<file path="src/verilog/busPkg.sv">
package busPkg;

	localparam int ioAddrW  = 6;    // I/O space
	localparam int ramAddrW = 12;   // Data space, RAM-mapped registers
	localparam int dataW    = 8;

	// One CPU access, all fields sampled in the same cycle
	typedef struct packed {
		logic [ioAddrW-1:0]  ioAddr;
		logic [ramAddrW-1:0] ramAddr;
		logic [dataW-1:0]    wdata;
		logic                ioWe;
		logic                ioRe;
		logic                ramWe;
		logic                ramRe;
		logic                busEn;   // Core clock enable
	} busReq_t;

endpackage

</file>
<file path="src/verilog/timerPkg.sv">
package timerPkg;

	typedef logic [7:0] count_t;   // Counter and compare width

	// Waveform generation mode, {TCCRB[3], TCCRA[1:0]}
	typedef enum logic [2:0] {
		wgmNormal     = 3'd0,   // TOP = 0xFF
		wgmCtc        = 3'd2,   // TOP = OCRA
		wgmFastPwm    = 3'd3,   // TOP = 0xFF
		wgmFastPwmOcr = 3'd7    // TOP = OCRA
	} wgm_t;

	typedef enum logic [1:0] {
		comOff    = 2'd0,
		comToggle = 2'd1,
		comClear  = 2'd2,
		comSet    = 2'd3
	} com_t;

	typedef struct packed {
		wgm_t   wgm;
		com_t   comA;
		com_t   comB;
		count_t ocrA;   // Active copy
		count_t ocrB;   // Active copy
	} timerCtrl_t;

	// Status of the present counter value
	typedef struct packed {
		count_t value;
		logic   tick;       // Counting edge this cycle
		logic   atTop;
		logic   atBottom;
		logic   atMax;
		logic   matchA;
		logic   matchB;
	} cntStat_t;

	// Bit order follows TIFR and TIMSK
	typedef struct packed {
		logic cmpB;   // Bit 2
		logic cmpA;   // Bit 1
		logic ovf;    // Bit 0
	} flags_t;

endpackage

</file>
<file path="src/verilog/compareOutput.sv">
`timescale 1ns/1ps

module compareOutput #(
	parameter bit pwmToggle = 1'b0
) (
	input  logic               cp2,
	input  logic               ireset,
	input  timerPkg::cntStat_t stat,
	input  timerPkg::wgm_t     wgm,
	input  timerPkg::com_t     com,
	input  logic               match,
	output logic               oc,
	output logic               ocEn
);
	import timerPkg::*;

	logic nonPwm;
	logic fastPwm;
	logic toggleOk;

	assign nonPwm = (wgm == wgmNormal) || (wgm == wgmCtc);
	assign fastPwm = (wgm == wgmFastPwm) || (wgm == wgmFastPwmOcr);
	// Toggle in PWM only where TOP is OCRA and the channel allows it
	assign toggleOk = nonPwm || (pwmToggle && (wgm == wgmFastPwmOcr));

	assign ocEn = (com == comClear) || (com == comSet) ||
		((com == comToggle) && toggleOk);

	always_ff @(posedge cp2 or negedge ireset) begin
		if (!ireset) begin
			oc <= 1'b0;
		end else if (com == comOff) begin
			oc <= 1'b0;                        // Disconnected
		end else if (stat.tick) begin
			if (nonPwm) begin
				if (match) begin
					case (com)
						comToggle: oc <= ~oc;
						comClear:  oc <= 1'b0;
						comSet:    oc <= 1'b1;
						default:   oc <= 1'b0;
					endcase
				end
			end else if (fastPwm) begin
				case (com)
					comToggle: begin
						if (!toggleOk) begin
							oc <= 1'b0;
						end else if (match) begin
							oc <= ~oc;
						end
					end
					comClear: begin                 // Non-inverting
						if (match) begin
							oc <= 1'b0;
						end else if (stat.atBottom) begin
							oc <= 1'b1;
						end
					end
					comSet: begin                   // Inverting
						if (match) begin
							oc <= 1'b1;
						end else if (stat.atBottom) begin
							oc <= 1'b0;
						end
					end
					default: oc <= 1'b0;
				endcase
			end
		end
	end

endmodule

</file>
<file path="src/verilog/irqFlags.sv">
`timescale 1ns/1ps

module irqFlags #(
	parameter logic [5:0] vecOvf,
	parameter logic [5:0] vecCmpA,
	parameter logic [5:0] vecCmpB
) (
	input  logic               cp2,
	input  logic               ireset,
	input  timerPkg::cntStat_t stat,
	input  timerPkg::wgm_t     wgm,
	input  timerPkg::flags_t   tifrClr,
	input  timerPkg::flags_t   mask,
	input  logic [5:0]         irqAckAddr,
	input  logic               irqAck,
	output timerPkg::flags_t   tifr,
	output timerPkg::flags_t   irq
);
	import timerPkg::*;

	flags_t setFl;
	flags_t ackFl;

	always_comb begin
		// Overflow at MAX below mode 4, at TOP in mode 7
		if (wgm[2]) begin
			setFl.ovf = stat.tick && (wgm == wgmFastPwmOcr) && stat.atTop;
		end else begin
			setFl.ovf = stat.tick && stat.atMax;
		end
		setFl.cmpA = stat.tick && stat.matchA;
		setFl.cmpB = stat.tick && stat.matchB;
		ackFl.ovf = irqAck && (irqAckAddr == vecOvf);   // Vector taken
		ackFl.cmpA = irqAck && (irqAckAddr == vecCmpA);
		ackFl.cmpB = irqAck && (irqAckAddr == vecCmpB);
	end

	always_ff @(posedge cp2 or negedge ireset) begin
		if (!ireset) begin
			tifr <= flags_t'(3'b000);
		end else begin
			tifr <= (tifr & ~(ackFl | tifrClr)) | setFl;   // Set beats clear
		end
	end

	assign irq = tifr & mask;

	// Acknowledged flag is clear after the edge unless set again
	ackClearsFlag: assert property (@(posedge cp2) disable iff (!ireset)
		(|(ackFl & ~setFl)) |=> ((tifr & $past(ackFl & ~setFl)) == 3'b000));

endmodule

</file>
<file path="src/verilog/timer0.sv">
`timescale 1ns/1ps

module timer0 #(
	parameter logic [busPkg::ioAddrW-1:0]  addrTccrA = 6'h24,
	parameter logic [busPkg::ioAddrW-1:0]  addrTccrB = 6'h25,
	parameter logic [busPkg::ioAddrW-1:0]  addrTcnt  = 6'h26,
	parameter logic [busPkg::ioAddrW-1:0]  addrOcrA  = 6'h27,
	parameter logic [busPkg::ioAddrW-1:0]  addrOcrB  = 6'h28,
	parameter logic [busPkg::ioAddrW-1:0]  addrTifr  = 6'h15,
	parameter logic [busPkg::ramAddrW-1:0] addrTimsk = 12'h06E,
	parameter logic [5:0]                  vecOvf    = 6'h10,
	parameter logic [5:0]                  vecCmpA   = 6'h0E,
	parameter logic [5:0]                  vecCmpB   = 6'h0F
) (
	input  logic             cp2,
	input  logic             ireset,
	input  logic             cntEn,      // Prescaled count enable
	input  busPkg::busReq_t  bus,
	output timerPkg::count_t dbusOut,
	output logic             outEn,
	input  logic [5:0]       irqAckAddr,
	input  logic             irqAck,
	output logic [2:0]       csn,
	output logic             ocA,
	output logic             ocB,
	output logic             ocAEn,
	output logic             ocBEn,
	output timerPkg::flags_t irq
);
	import timerPkg::*;

	timerCtrl_t ctrl;
	cntStat_t stat;
	flags_t tifr;
	flags_t tifrClr;
	flags_t mask;
	logic tcntWr;

	timerRegs #(
		.addrTccrA(addrTccrA),
		.addrTccrB(addrTccrB),
		.addrTcnt(addrTcnt),
		.addrOcrA(addrOcrA),
		.addrOcrB(addrOcrB),
		.addrTifr(addrTifr),
		.addrTimsk(addrTimsk)
	) regs (
		.cp2(cp2),
		.ireset(ireset),
		.bus(bus),
		.stat(stat),
		.tifr(tifr),
		.ctrl(ctrl),
		.tcntWr(tcntWr),
		.tifrClr(tifrClr),
		.mask(mask),
		.csn(csn),
		.dbusOut(dbusOut),
		.outEn(outEn)
	);

	timerCounter counter (
		.cp2(cp2),
		.ireset(ireset),
		.cntEn(cntEn),
		.tcntWr(tcntWr),
		.wdata(bus.wdata),
		.ctrl(ctrl),
		.stat(stat)
	);

	compareOutput #(.pwmToggle(1'b1)) cmpA (
		.cp2(cp2),
		.ireset(ireset),
		.stat(stat),
		.wgm(ctrl.wgm),
		.com(ctrl.comA),
		.match(stat.matchA),
		.oc(ocA),
		.ocEn(ocAEn)
	);

	compareOutput #(.pwmToggle(1'b0)) cmpB (
		.cp2(cp2),
		.ireset(ireset),
		.stat(stat),
		.wgm(ctrl.wgm),
		.com(ctrl.comB),
		.match(stat.matchB),
		.oc(ocB),
		.ocEn(ocBEn)
	);

	irqFlags #(
		.vecOvf(vecOvf),
		.vecCmpA(vecCmpA),
		.vecCmpB(vecCmpB)
	) flags (
		.cp2(cp2),
		.ireset(ireset),
		.stat(stat),
		.wgm(ctrl.wgm),
		.tifrClr(tifrClr),
		.mask(mask),
		.irqAckAddr(irqAckAddr),
		.irqAck(irqAck),
		.tifr(tifr),
		.irq(irq)
	);

endmodule

</file>
<file path="src/verilog/timerCounter.sv">
`timescale 1ns/1ps

module timerCounter (
	input  logic                 cp2,
	input  logic                 ireset,
	input  logic                 cntEn,
	input  logic                 tcntWr,
	input  timerPkg::count_t     wdata,
	input  timerPkg::timerCtrl_t ctrl,
	output timerPkg::cntStat_t   stat
);
	import timerPkg::*;

	count_t cnt;
	count_t top;
	logic clrAtTop;

	// CTC and mode 7 wrap at OCRA
	assign clrAtTop = (ctrl.wgm == wgmCtc) || (ctrl.wgm == wgmFastPwmOcr);
	assign top = clrAtTop ? ctrl.ocrA : 8'hFF;

	// All comparisons of the counter value live here
	assign stat = '{
		value:    cnt,
		tick:     cntEn,
		atTop:    (cnt == top),
		atBottom: (cnt == 8'h00),
		atMax:    (cnt == 8'hFF),
		matchA:   (cnt == ctrl.ocrA),
		matchB:   (cnt == ctrl.ocrB)
	};

	always_ff @(posedge cp2 or negedge ireset) begin
		if (!ireset) begin
			cnt <= '0;
		end else if (tcntWr) begin
			cnt <= wdata;                  // CPU write wins over counting
		end else if (cntEn) begin
			case (ctrl.wgm)
				wgmNormal, wgmFastPwm: begin
					cnt <= cnt + 8'd1;         // Natural wrap at 0xFF
				end
				wgmCtc, wgmFastPwmOcr: begin
					if (stat.atTop) begin
						cnt <= '0;
					end else begin
						cnt <= cnt + 8'd1;
					end
				end
				default: begin
					cnt <= cnt;                // Unused modes hold
				end
			endcase
		end
	end

	// Counter started at or below TOP stays there after a counting edge
	ctrStaysBelowTop: assert property (@(posedge cp2) disable iff (!ireset)
		(cntEn && !tcntWr && clrAtTop && (top != 8'h00) && (cnt <= top))
		|=> (cnt <= $past(top)));

endmodule

</file>
<file path="src/verilog/timerRegs.sv">
`timescale 1ns/1ps

module timerRegs #(
	parameter logic [busPkg::ioAddrW-1:0]  addrTccrA,
	parameter logic [busPkg::ioAddrW-1:0]  addrTccrB,
	parameter logic [busPkg::ioAddrW-1:0]  addrTcnt,
	parameter logic [busPkg::ioAddrW-1:0]  addrOcrA,
	parameter logic [busPkg::ioAddrW-1:0]  addrOcrB,
	parameter logic [busPkg::ioAddrW-1:0]  addrTifr,
	parameter logic [busPkg::ramAddrW-1:0] addrTimsk
) (
	input  logic                cp2,
	input  logic                ireset,
	input  busPkg::busReq_t     bus,
	input  timerPkg::cntStat_t  stat,
	input  timerPkg::flags_t    tifr,
	output timerPkg::timerCtrl_t ctrl,
	output logic                tcntWr,
	output timerPkg::flags_t    tifrClr,
	output timerPkg::flags_t    mask,
	output logic [2:0]          csn,
	output timerPkg::count_t    dbusOut,
	output logic                outEn
);
	import timerPkg::*;

	logic ioWr;
	logic ramWr;
	logic wrTccrA;
	logic wrTccrB;
	logic wrTifr;
	logic wrTimsk;
	logic [1:0] wrOcr;          // Index 0 is channel A
	com_t comA;
	com_t comB;
	logic [2:0] wgmBits;        // Raw, may hold unused modes
	count_t [1:0] ocrBuf;
	count_t [1:0] ocrAct;
	logic buffered;
	logic reload;

	assign ioWr = bus.busEn && bus.ioWe;
	assign ramWr = bus.busEn && bus.ramWe;
	assign wrTccrA = ioWr && (bus.ioAddr == addrTccrA);
	assign wrTccrB = ioWr && (bus.ioAddr == addrTccrB);
	assign tcntWr = ioWr && (bus.ioAddr == addrTcnt);
	assign wrTifr = ioWr && (bus.ioAddr == addrTifr);
	assign wrOcr[0] = ioWr && (bus.ioAddr == addrOcrA);
	assign wrOcr[1] = ioWr && (bus.ioAddr == addrOcrB);
	assign wrTimsk = ramWr && (bus.ramAddr == addrTimsk);

	// Write one to clear
	assign tifrClr = wrTifr ? flags_t'(bus.wdata[2:0]) : flags_t'(3'b000);

	assign buffered = (wgmBits[1:0] == 2'b11);   // Both fast PWM modes
	assign reload = buffered && stat.tick && stat.atBottom;

	always_ff @(posedge cp2 or negedge ireset) begin
		if (!ireset) begin
			comA <= comOff;
			comB <= comOff;
			wgmBits <= 3'b000;
			csn <= 3'b000;
			mask <= flags_t'(3'b000);
		end else begin
			if (wrTccrA) begin
				comA <= com_t'(bus.wdata[7:6]);
				comB <= com_t'(bus.wdata[5:4]);
				wgmBits[1:0] <= bus.wdata[1:0];
			end
			if (wrTccrB) begin
				wgmBits[2] <= bus.wdata[3];
				csn <= bus.wdata[2:0];        // Prescaler select
			end
			if (wrTimsk) begin
				mask <= flags_t'(bus.wdata[2:0]);
			end
		end
	end

	// Compare buffers and active copies for both channels
	always_ff @(posedge cp2 or negedge ireset) begin
		if (!ireset) begin
			ocrBuf <= '0;
			ocrAct <= '0;
		end else begin
			for (int i = 0; i < 2; i++) begin
				if (wrOcr[i]) begin
					ocrBuf[i] <= bus.wdata;
				end
				if (wrOcr[i] && !buffered) begin
					ocrAct[i] <= bus.wdata;   // Immediate update
				end else if (reload) begin
					ocrAct[i] <= ocrBuf[i];   // Takes effect from bottom
				end
			end
		end
	end

	assign ctrl = '{
		wgm:  wgm_t'(wgmBits),
		comA: comA,
		comB: comB,
		ocrA: ocrAct[0],
		ocrB: ocrAct[1]
	};

	always_comb begin
		dbusOut = '0;
		outEn = 1'b0;
		if (bus.ioRe) begin
			outEn = 1'b1;
			case (bus.ioAddr)
				addrTccrA: dbusOut = {comA, comB, 2'b00, wgmBits[1:0]};
				addrTccrB: dbusOut = {4'b0000, wgmBits[2], csn};
				addrTcnt:  dbusOut = stat.value;
				addrOcrA:  dbusOut = ocrBuf[0];   // Buffer, not active copy
				addrOcrB:  dbusOut = ocrBuf[1];
				addrTifr:  dbusOut = {5'b00000, tifr};
				default:   outEn = 1'b0;
			endcase
		end else if (bus.ramRe && (bus.ramAddr == addrTimsk)) begin
			outEn = 1'b1;
			dbusOut = {5'b00000, mask};
		end
	end

	// Active compare copies hold in fast PWM until a counting edge at bottom
	activeHeldInPwm: assert property (@(posedge cp2) disable iff (!ireset)
		(buffered && !reload) |=> (ocrAct == $past(ocrAct)));

endmodule
</file>
<file path="config.mk">
export PLATFORM = sky130hd
export DESIGN_NAME = timer0
export DESIGN_NICKNAME = d
export VERILOG_FILES = /design/src/verilog/busPkg.sv /design/src/verilog/timerPkg.sv /design/src/verilog/compareOutput.sv /design/src/verilog/irqFlags.sv /design/src/verilog/timer0.sv /design/src/verilog/timerCounter.sv /design/src/verilog/timerRegs.sv
export SDC_FILE = /design/constraint.sdc
export NUM_CORES = 1
export LEC_CHECK = 0
export BUFFER_PORTS_ARGS = -buffer_cell sky130_fd_sc_hd__buf_2
export CORE_UTILIZATION = 55
export DETAILED_ROUTE_END_ITERATION = 7
export PLACE_DENSITY = 0.78
export SLEW_MARGIN = 10
export SYNTH_ARGS = -nofsm -noshare
export SYNTH_HDL_FRONTEND = slang
export SYNTH_SLANG_ARGS = --single-unit
</file>
<file path="constraint.sdc">
create_clock -name cp2 -period 2.1 [get_ports cp2]
set_input_delay 0.42 -clock cp2 [delete_from_list [all_inputs] [get_ports cp2]]
set_output_delay 0.42 -clock cp2 [all_outputs]
set_load 0.005 [all_outputs]
</file>
# Yosys cells after proc, flatten, opt, wreduce, memory -nomap -nowiden
# Cells that the tools add are included.
totals:
  ff_bits: 58
  output_inout_bits: 19
  wordCells: 147
classes:
  n_addsub: 1
  n_eq_ne: 31
  muxes: 39
  bitwise: 7
  n_reduce_logical: 51
op_table:
  columns: ["op", "n"]
  rows:
  - ["2-to-1 mux 8 bit", 9]
  - ["one-hot mux 8 bit (6 select lines)", 1]
  - ["equality test 6 bit, second input constant", 5]
  - ["equality test 8 bit", 3]
  - ["logical AND 1 bit", 24]
  - ["2-to-1 mux 1 bit", 22]
  - ["!= test 4 x 3 -> 1 bit, second input constant", 5]
  - ["one-hot mux 8 bit (2 select lines)", 1]
  - ["equality test 12 x 7 -> 1 bit, second input constant", 1]
  - ["equality test 6 x 4 -> 1 bit, second input constant", 2]
  - ["equality test 6 x 5 -> 1 bit, second input constant", 2]
  - ["equality test 2 bit, second input constant", 5]
  - ["nonzero test 2 bit", 5]
  - ["nonzero test 3 bit", 3]
  - ["adder 8 x 1 -> 8 bit, second input constant", 1]
  - ["equality test 8 bit, second input constant", 1]
  - ["zero test 8 bit", 1]
  - ["logical OR 1 bit", 8]
  - ["AND 3 bit", 2]
  - ["equality test 3 x 2 -> 1 bit, second input constant", 2]
  - ["2-to-1 mux 3 bit", 2]
  - ["bitwise OR 3 bit", 2]
  - ["one-hot mux 1 bit (2 select lines)", 3]
  - ["AND reduction 6 bit", 1]
  - ["14 further kinds", 18]

# Depth between registers and ports, before layout
logic_depth:
  depth_word: 9
  mapped_depth: 9
  depth_no_buf: 7

# Hierarchy
# Synthesis repeated with hierarchy kept, for this count alone.
unflattened:
  cells_unflattened: 355
  hier_area_um2: 3696.0
modules_own_cells:
  columns: ["module", "instances", "cells_each", "area_per_inst_um2", "seq_area_each_um2"]
  rows:
  - ["timerRegs", 1, 194, 2377.3, 1126.1]
  - ["timerCounter", 1, 107, 860.8, 200.2]
  - ["irqFlags", 1, 23, 206.4, 75.1]
  - ["compareOutput (cmpA)", 1, 17, 138.9, 25.0]
  - ["compareOutput (cmpB)", 1, 14, 112.6, 25.0]

# Worst setup path after synthesis
# No wires, ideal clock.
synth_timing:
  path_type: "input to output"
  from: "input bus[22] in the netlist's numbering"
  to: "output dbusOut[0]"
  t_arrival_ns: 1.571
  required_time_ns: 1.680
  slack_ns: 0.109
  cell_stages: 5
  path_buffers: 0
  cell_sequence: "or4b_2 -> nor3_2 -> and3b_1 -> nand2_1 -> o21ai_0"
synth_via:
  elab_chain_len: 4
synth_lines:
  columns: ["item", "line_no", "text"]
  rows:
  - ["start: declaration", "timer0.sv:18", "input busPkg::busReq_t bus,"]
  - ["equality test 12 x 7 -> 1 bit", "timerRegs.sv:122", "end else if (bus.ramRe && (bus.ramAddr == addrTimsk)) begin"]
  - ["logical AND 1 bit", "timerRegs.sv:122", null]
  - ["2-to-1 mux 3 bit", "timerRegs.sv:122", null]
  - ["2-to-1 mux 8 bit", "timerRegs.sv:111", "if (bus.ioRe) begin"]
  - ["end: declaration", "timer0.sv:19", "output timerPkg::count_t dbusOut,"]
# No other way between the ends.

# Final worst setup path
layout_timing:
  from: "input bus[26] in the netlist's numbering"
  to: "output dbusOut[2]"
layout_via:
  elab_chain_len: 3
  word_cells_on_any_way: 8
  cone_classes: "6 x eq/ne; 2 x mux"
layout_lines:
  columns: ["item", "line_no", "text"]
  rows:
  - ["equality test 6 x 5 -> 1 bit or equality test 6 bit (tied branches)", "timerRegs.sv:113", "case (bus.ioAddr)"]
  - ["one-hot mux 8 bit (6 select lines) *", "timerRegs.sv:113", null]
  - ["2-to-1 mux 8 bit *", "timerRegs.sv:111", null]
# Every way passes the cells marked *; elsewhere a longest branch is shown, timed or not.

==> metrics.txt <==
status complete, but fails checks; failing checks negative setup slack; Post-synth EDFFs 0; top cell type's share of synthesized area 40.4%; FFs w/ async S/R, synth 100%; pwr dens around 780 mW/mm2; Residual DRC 0; Layout area overhead 27.7%; synthesized area per cell approximately 11 um2; Tot GR Track Use 34.6%; initial antenna violation count 0; #FFs+latches synth 58; worst vdd rail ir drop 0.559 mV; PortBufs a little under 60; Clock transition at path regs 0.08 ns; CTS Sinks 58; critical path class in2out; vias in the first global route 3278; final hold vios 0; post-synthesis sequential area ratio 40.4%; Final nets around 480; core area between 0.006 and 0.007 mm2; R2R depth 9; CTS Buf Count 9; DRT Pass-1 Iters 7; ys flop type dfrtp_1; Vias 3389; warning count from the yosys run 0; DRT antenna net count 0; Post-Syn Instances 332; crit path capture type primary output; Crit Path Max Fanout 11; Worst setup SP type primary input; Tcrit/Tclk final 105%; Chip Width 82.8 um; Inst Count DP just under 500; Area contributors post-synth dfrtp_1, mux2_2, nand2_1; Final HPWL DP 7590 um; flop2flop setup slack 0.03 ns; max frequency 0.452 GHz; DRT iter0 DRCs 447; reg-to-reg endpoint regs.ctrl[6]$_DFFE_PN0P_; clock tree buffer depth 2; antenna cells 0; die area 0.00685 mm2; WHS about 0.043 ns; std cell rows 29; worst-margin pin slew just over 0.5 ns; Slew headroom 65.6%; Synth area leader dfrtp_1; pin count of the biggest net entering global routing 59; fin. max-slew vios 0; CTS tree yes; RSZ-0062 raised after global routing true; Yosys cell types 70; Worst-Skew Late Latency 0.35 ns; Tmin final 2.21 ns; Mapped Nets between 300 and 400; Pleak 2.20 nW; Post-Layout Cell Count around 520; HP Class in2async; hold buffers post-CTS 0; vias per cell 6.56; first-pass GRT wire length 16900 um; placer congestion estimate around 0.95; reg2reg start counter.cnt[1]$_DFFE_PN0P_; maxcap violations 0; Mapped Area 0.00359 mm2; Setup TNS Final -0.323 ns; Post-Route WL 11000 um; Starting Density 56.9%; # IOs 60; DR WL/cell 21.3 um; Finish-stage setup viols 4; Arrival @ worst endpoint between 1.5 and 2 ns; grt total ovfl 0; Die Span Y 82.8 um; number of fill cells 445; Final WS setup -0.112 ns; Worst Path Required 1.68 ns; H-tree levels 3; power consumption 0.00359 W; clk_skew 0.0122 ns; share of cells above drive strength 1 roughly half; clock root buffer clkbuf_8
==> synth_stat cells (4+ instances only) <==
| library cell | count |
|---|---|
| a21o_1 | 10 |
| a21oi_1 | 12 |
| a222oi_1 | 6 |
| a22o_2 | 7 |
| a22oi_1 | 9 |
| a31o_2 | 4 |
| and2_1 | 5 |
| and3_1 | 4 |
| buf_2 | 7 |
| clkbuf_8 | 4 |
| dfrtp_1 | 58 |
| inv_1 | 5 |
| mux2_2 | 30 |
| nand2_1 | 38 |
| nand3_1 | 10 |
| nand4_1 | 6 |
| nor2_1 | 8 |
| nor3_2 | 4 |
| o21a_1 | 4 |
| o21ai_0 | 14 |
| o41ai_1 | 5 |
| xnor2_1 | 16 |
==> area by class of cell <==
cell class / count / area, um2 / share of cell area [%]
repair buffers: 111 / 771 / 16.8
inverters: 5 / 18.8 / 0.409
well taps: 77 / 96.3 / 2.10
clock buffers: 10 / 128 / 2.78
multi-input cells: 250 / 2050 / 44.7
clock inverters: 6 / 67.6 / 1.47
flip-flops and latches: 58 / 1450 / 31.7
==> where the power goes <==
| part | internal [W] | total, W | switching (W) |
|---|---|---|---|
| combinational | 0.000541 | 0.00110 | 0.000558 |
| sequential | 0.00126 | 0.00145 | 0.000186 |
| clock | 0.000549 | 0.00104 | 0.000494 |
==> worst max-delay path, cell delays in order <==
cell      delay [ns]
buf_2           0.26
mux2_2          0.38
nand2_1         0.11
a21oi_1         0.11
a221oi_1        0.24
o21ai_0         0.11
buf_2           0.14
==> how the worst max path moves through the flow <==
| stage | from | endpoint | slack [ns] | depth (start not counted) |
|---|---|---|---|---|
| 2_1_floorplan | bus[22] | dbusOut[0] | 0.11 | 5 |
| 3_3_place_gp | bus[22] | dbusOut[1] | -0.12 | 7 |
| 3_5_place_dp | bus[22] | dbusOut[2] | -0.21 | 7 |
| 4_1_cts | regs.ocrBuf[1]$_DFFE_PN0N_ | dbusOut[1] | -0.11 | 4 |
| 5_1_grt | bus[26] | dbusOut[2] | -0.19 | 7 |
| 6_report | bus[26] | dbusOut[2] | -0.11 | 7 |
==> metrics by stage <==
step                      setup WS (ns)  utilization [%]  instance area [um2]
after global routing             -0.186             72.6                 4580
after CTS                        -0.109             69.6                 4400
after detailed placement         -0.207             65.2                 4110
after floorplan                   0.109                -                 3590
final                            -0.112             72.6                 4580
after global placement           -0.125             65.2                 4110
==> sequential cells by signal (all words and copies together) (netlist names) <==
signal	count
regs.ctrl	16
regs.ocrBuf	16
cmpA.oc	1
regs.comB	2
regs.comA	2
regs.csn	3
flags.tifr	3
counter.cnt	8
regs.wgmBits	3
cmpB.oc	1
regs.mask	3
==> kinds of logic after synthesis <==
logic type	Yosys count	share of synthesized area [%]
muxes	34	11.4
buffers and inverters	24	5.05
adders and majority gates	2	0.697
and+or+nand+nor	109	19.3
xor gates and xnor gates	16	3.90
AOI/OAI and AO/OA	89	19.2
DFF	58	40.4
==> layout by cell type (no fill, tap or decap), types with 5 or more instances in the layout <==
cell type	netlist	final
buf_2	7	57
dfrtp_1	58	56
buf_4	2	47
nand2_1	38	36
mux2_2	30	30
xnor2_1	16	16
o21ai_0	14	12
nand3_1	10	10
a21oi_1	12	10
a21o_1	10	10
a22oi_1	9	9
clkbuf_8	4	9
a22o_2	7	7
nand4_1	6	6
nor2_1	8	6
a222oi_1	6	6
and2_1	5	5
o41ai_1	5	5
==> timing repair <==
item	4_1_cts	5_1_grt
endpoints found under the hold margin	0	0
cloned	0	2
setup buffers	7	8
pin swaps	9	19
resized for setup	10	22
setup endpoints to repair	9	35
==> metal layers <==
| layer | share of wire (%) | GRT usage [%] |
|---|---|---|
| met4 | 2.9 | 12.9 |
| met1 | 39 | 44.9 |
| met5 | 0 | 0 |
| met3 | 9.7 | 7.21 |
| met2 | 48 | 56.9 |
(Power assumes the default switching activity.)
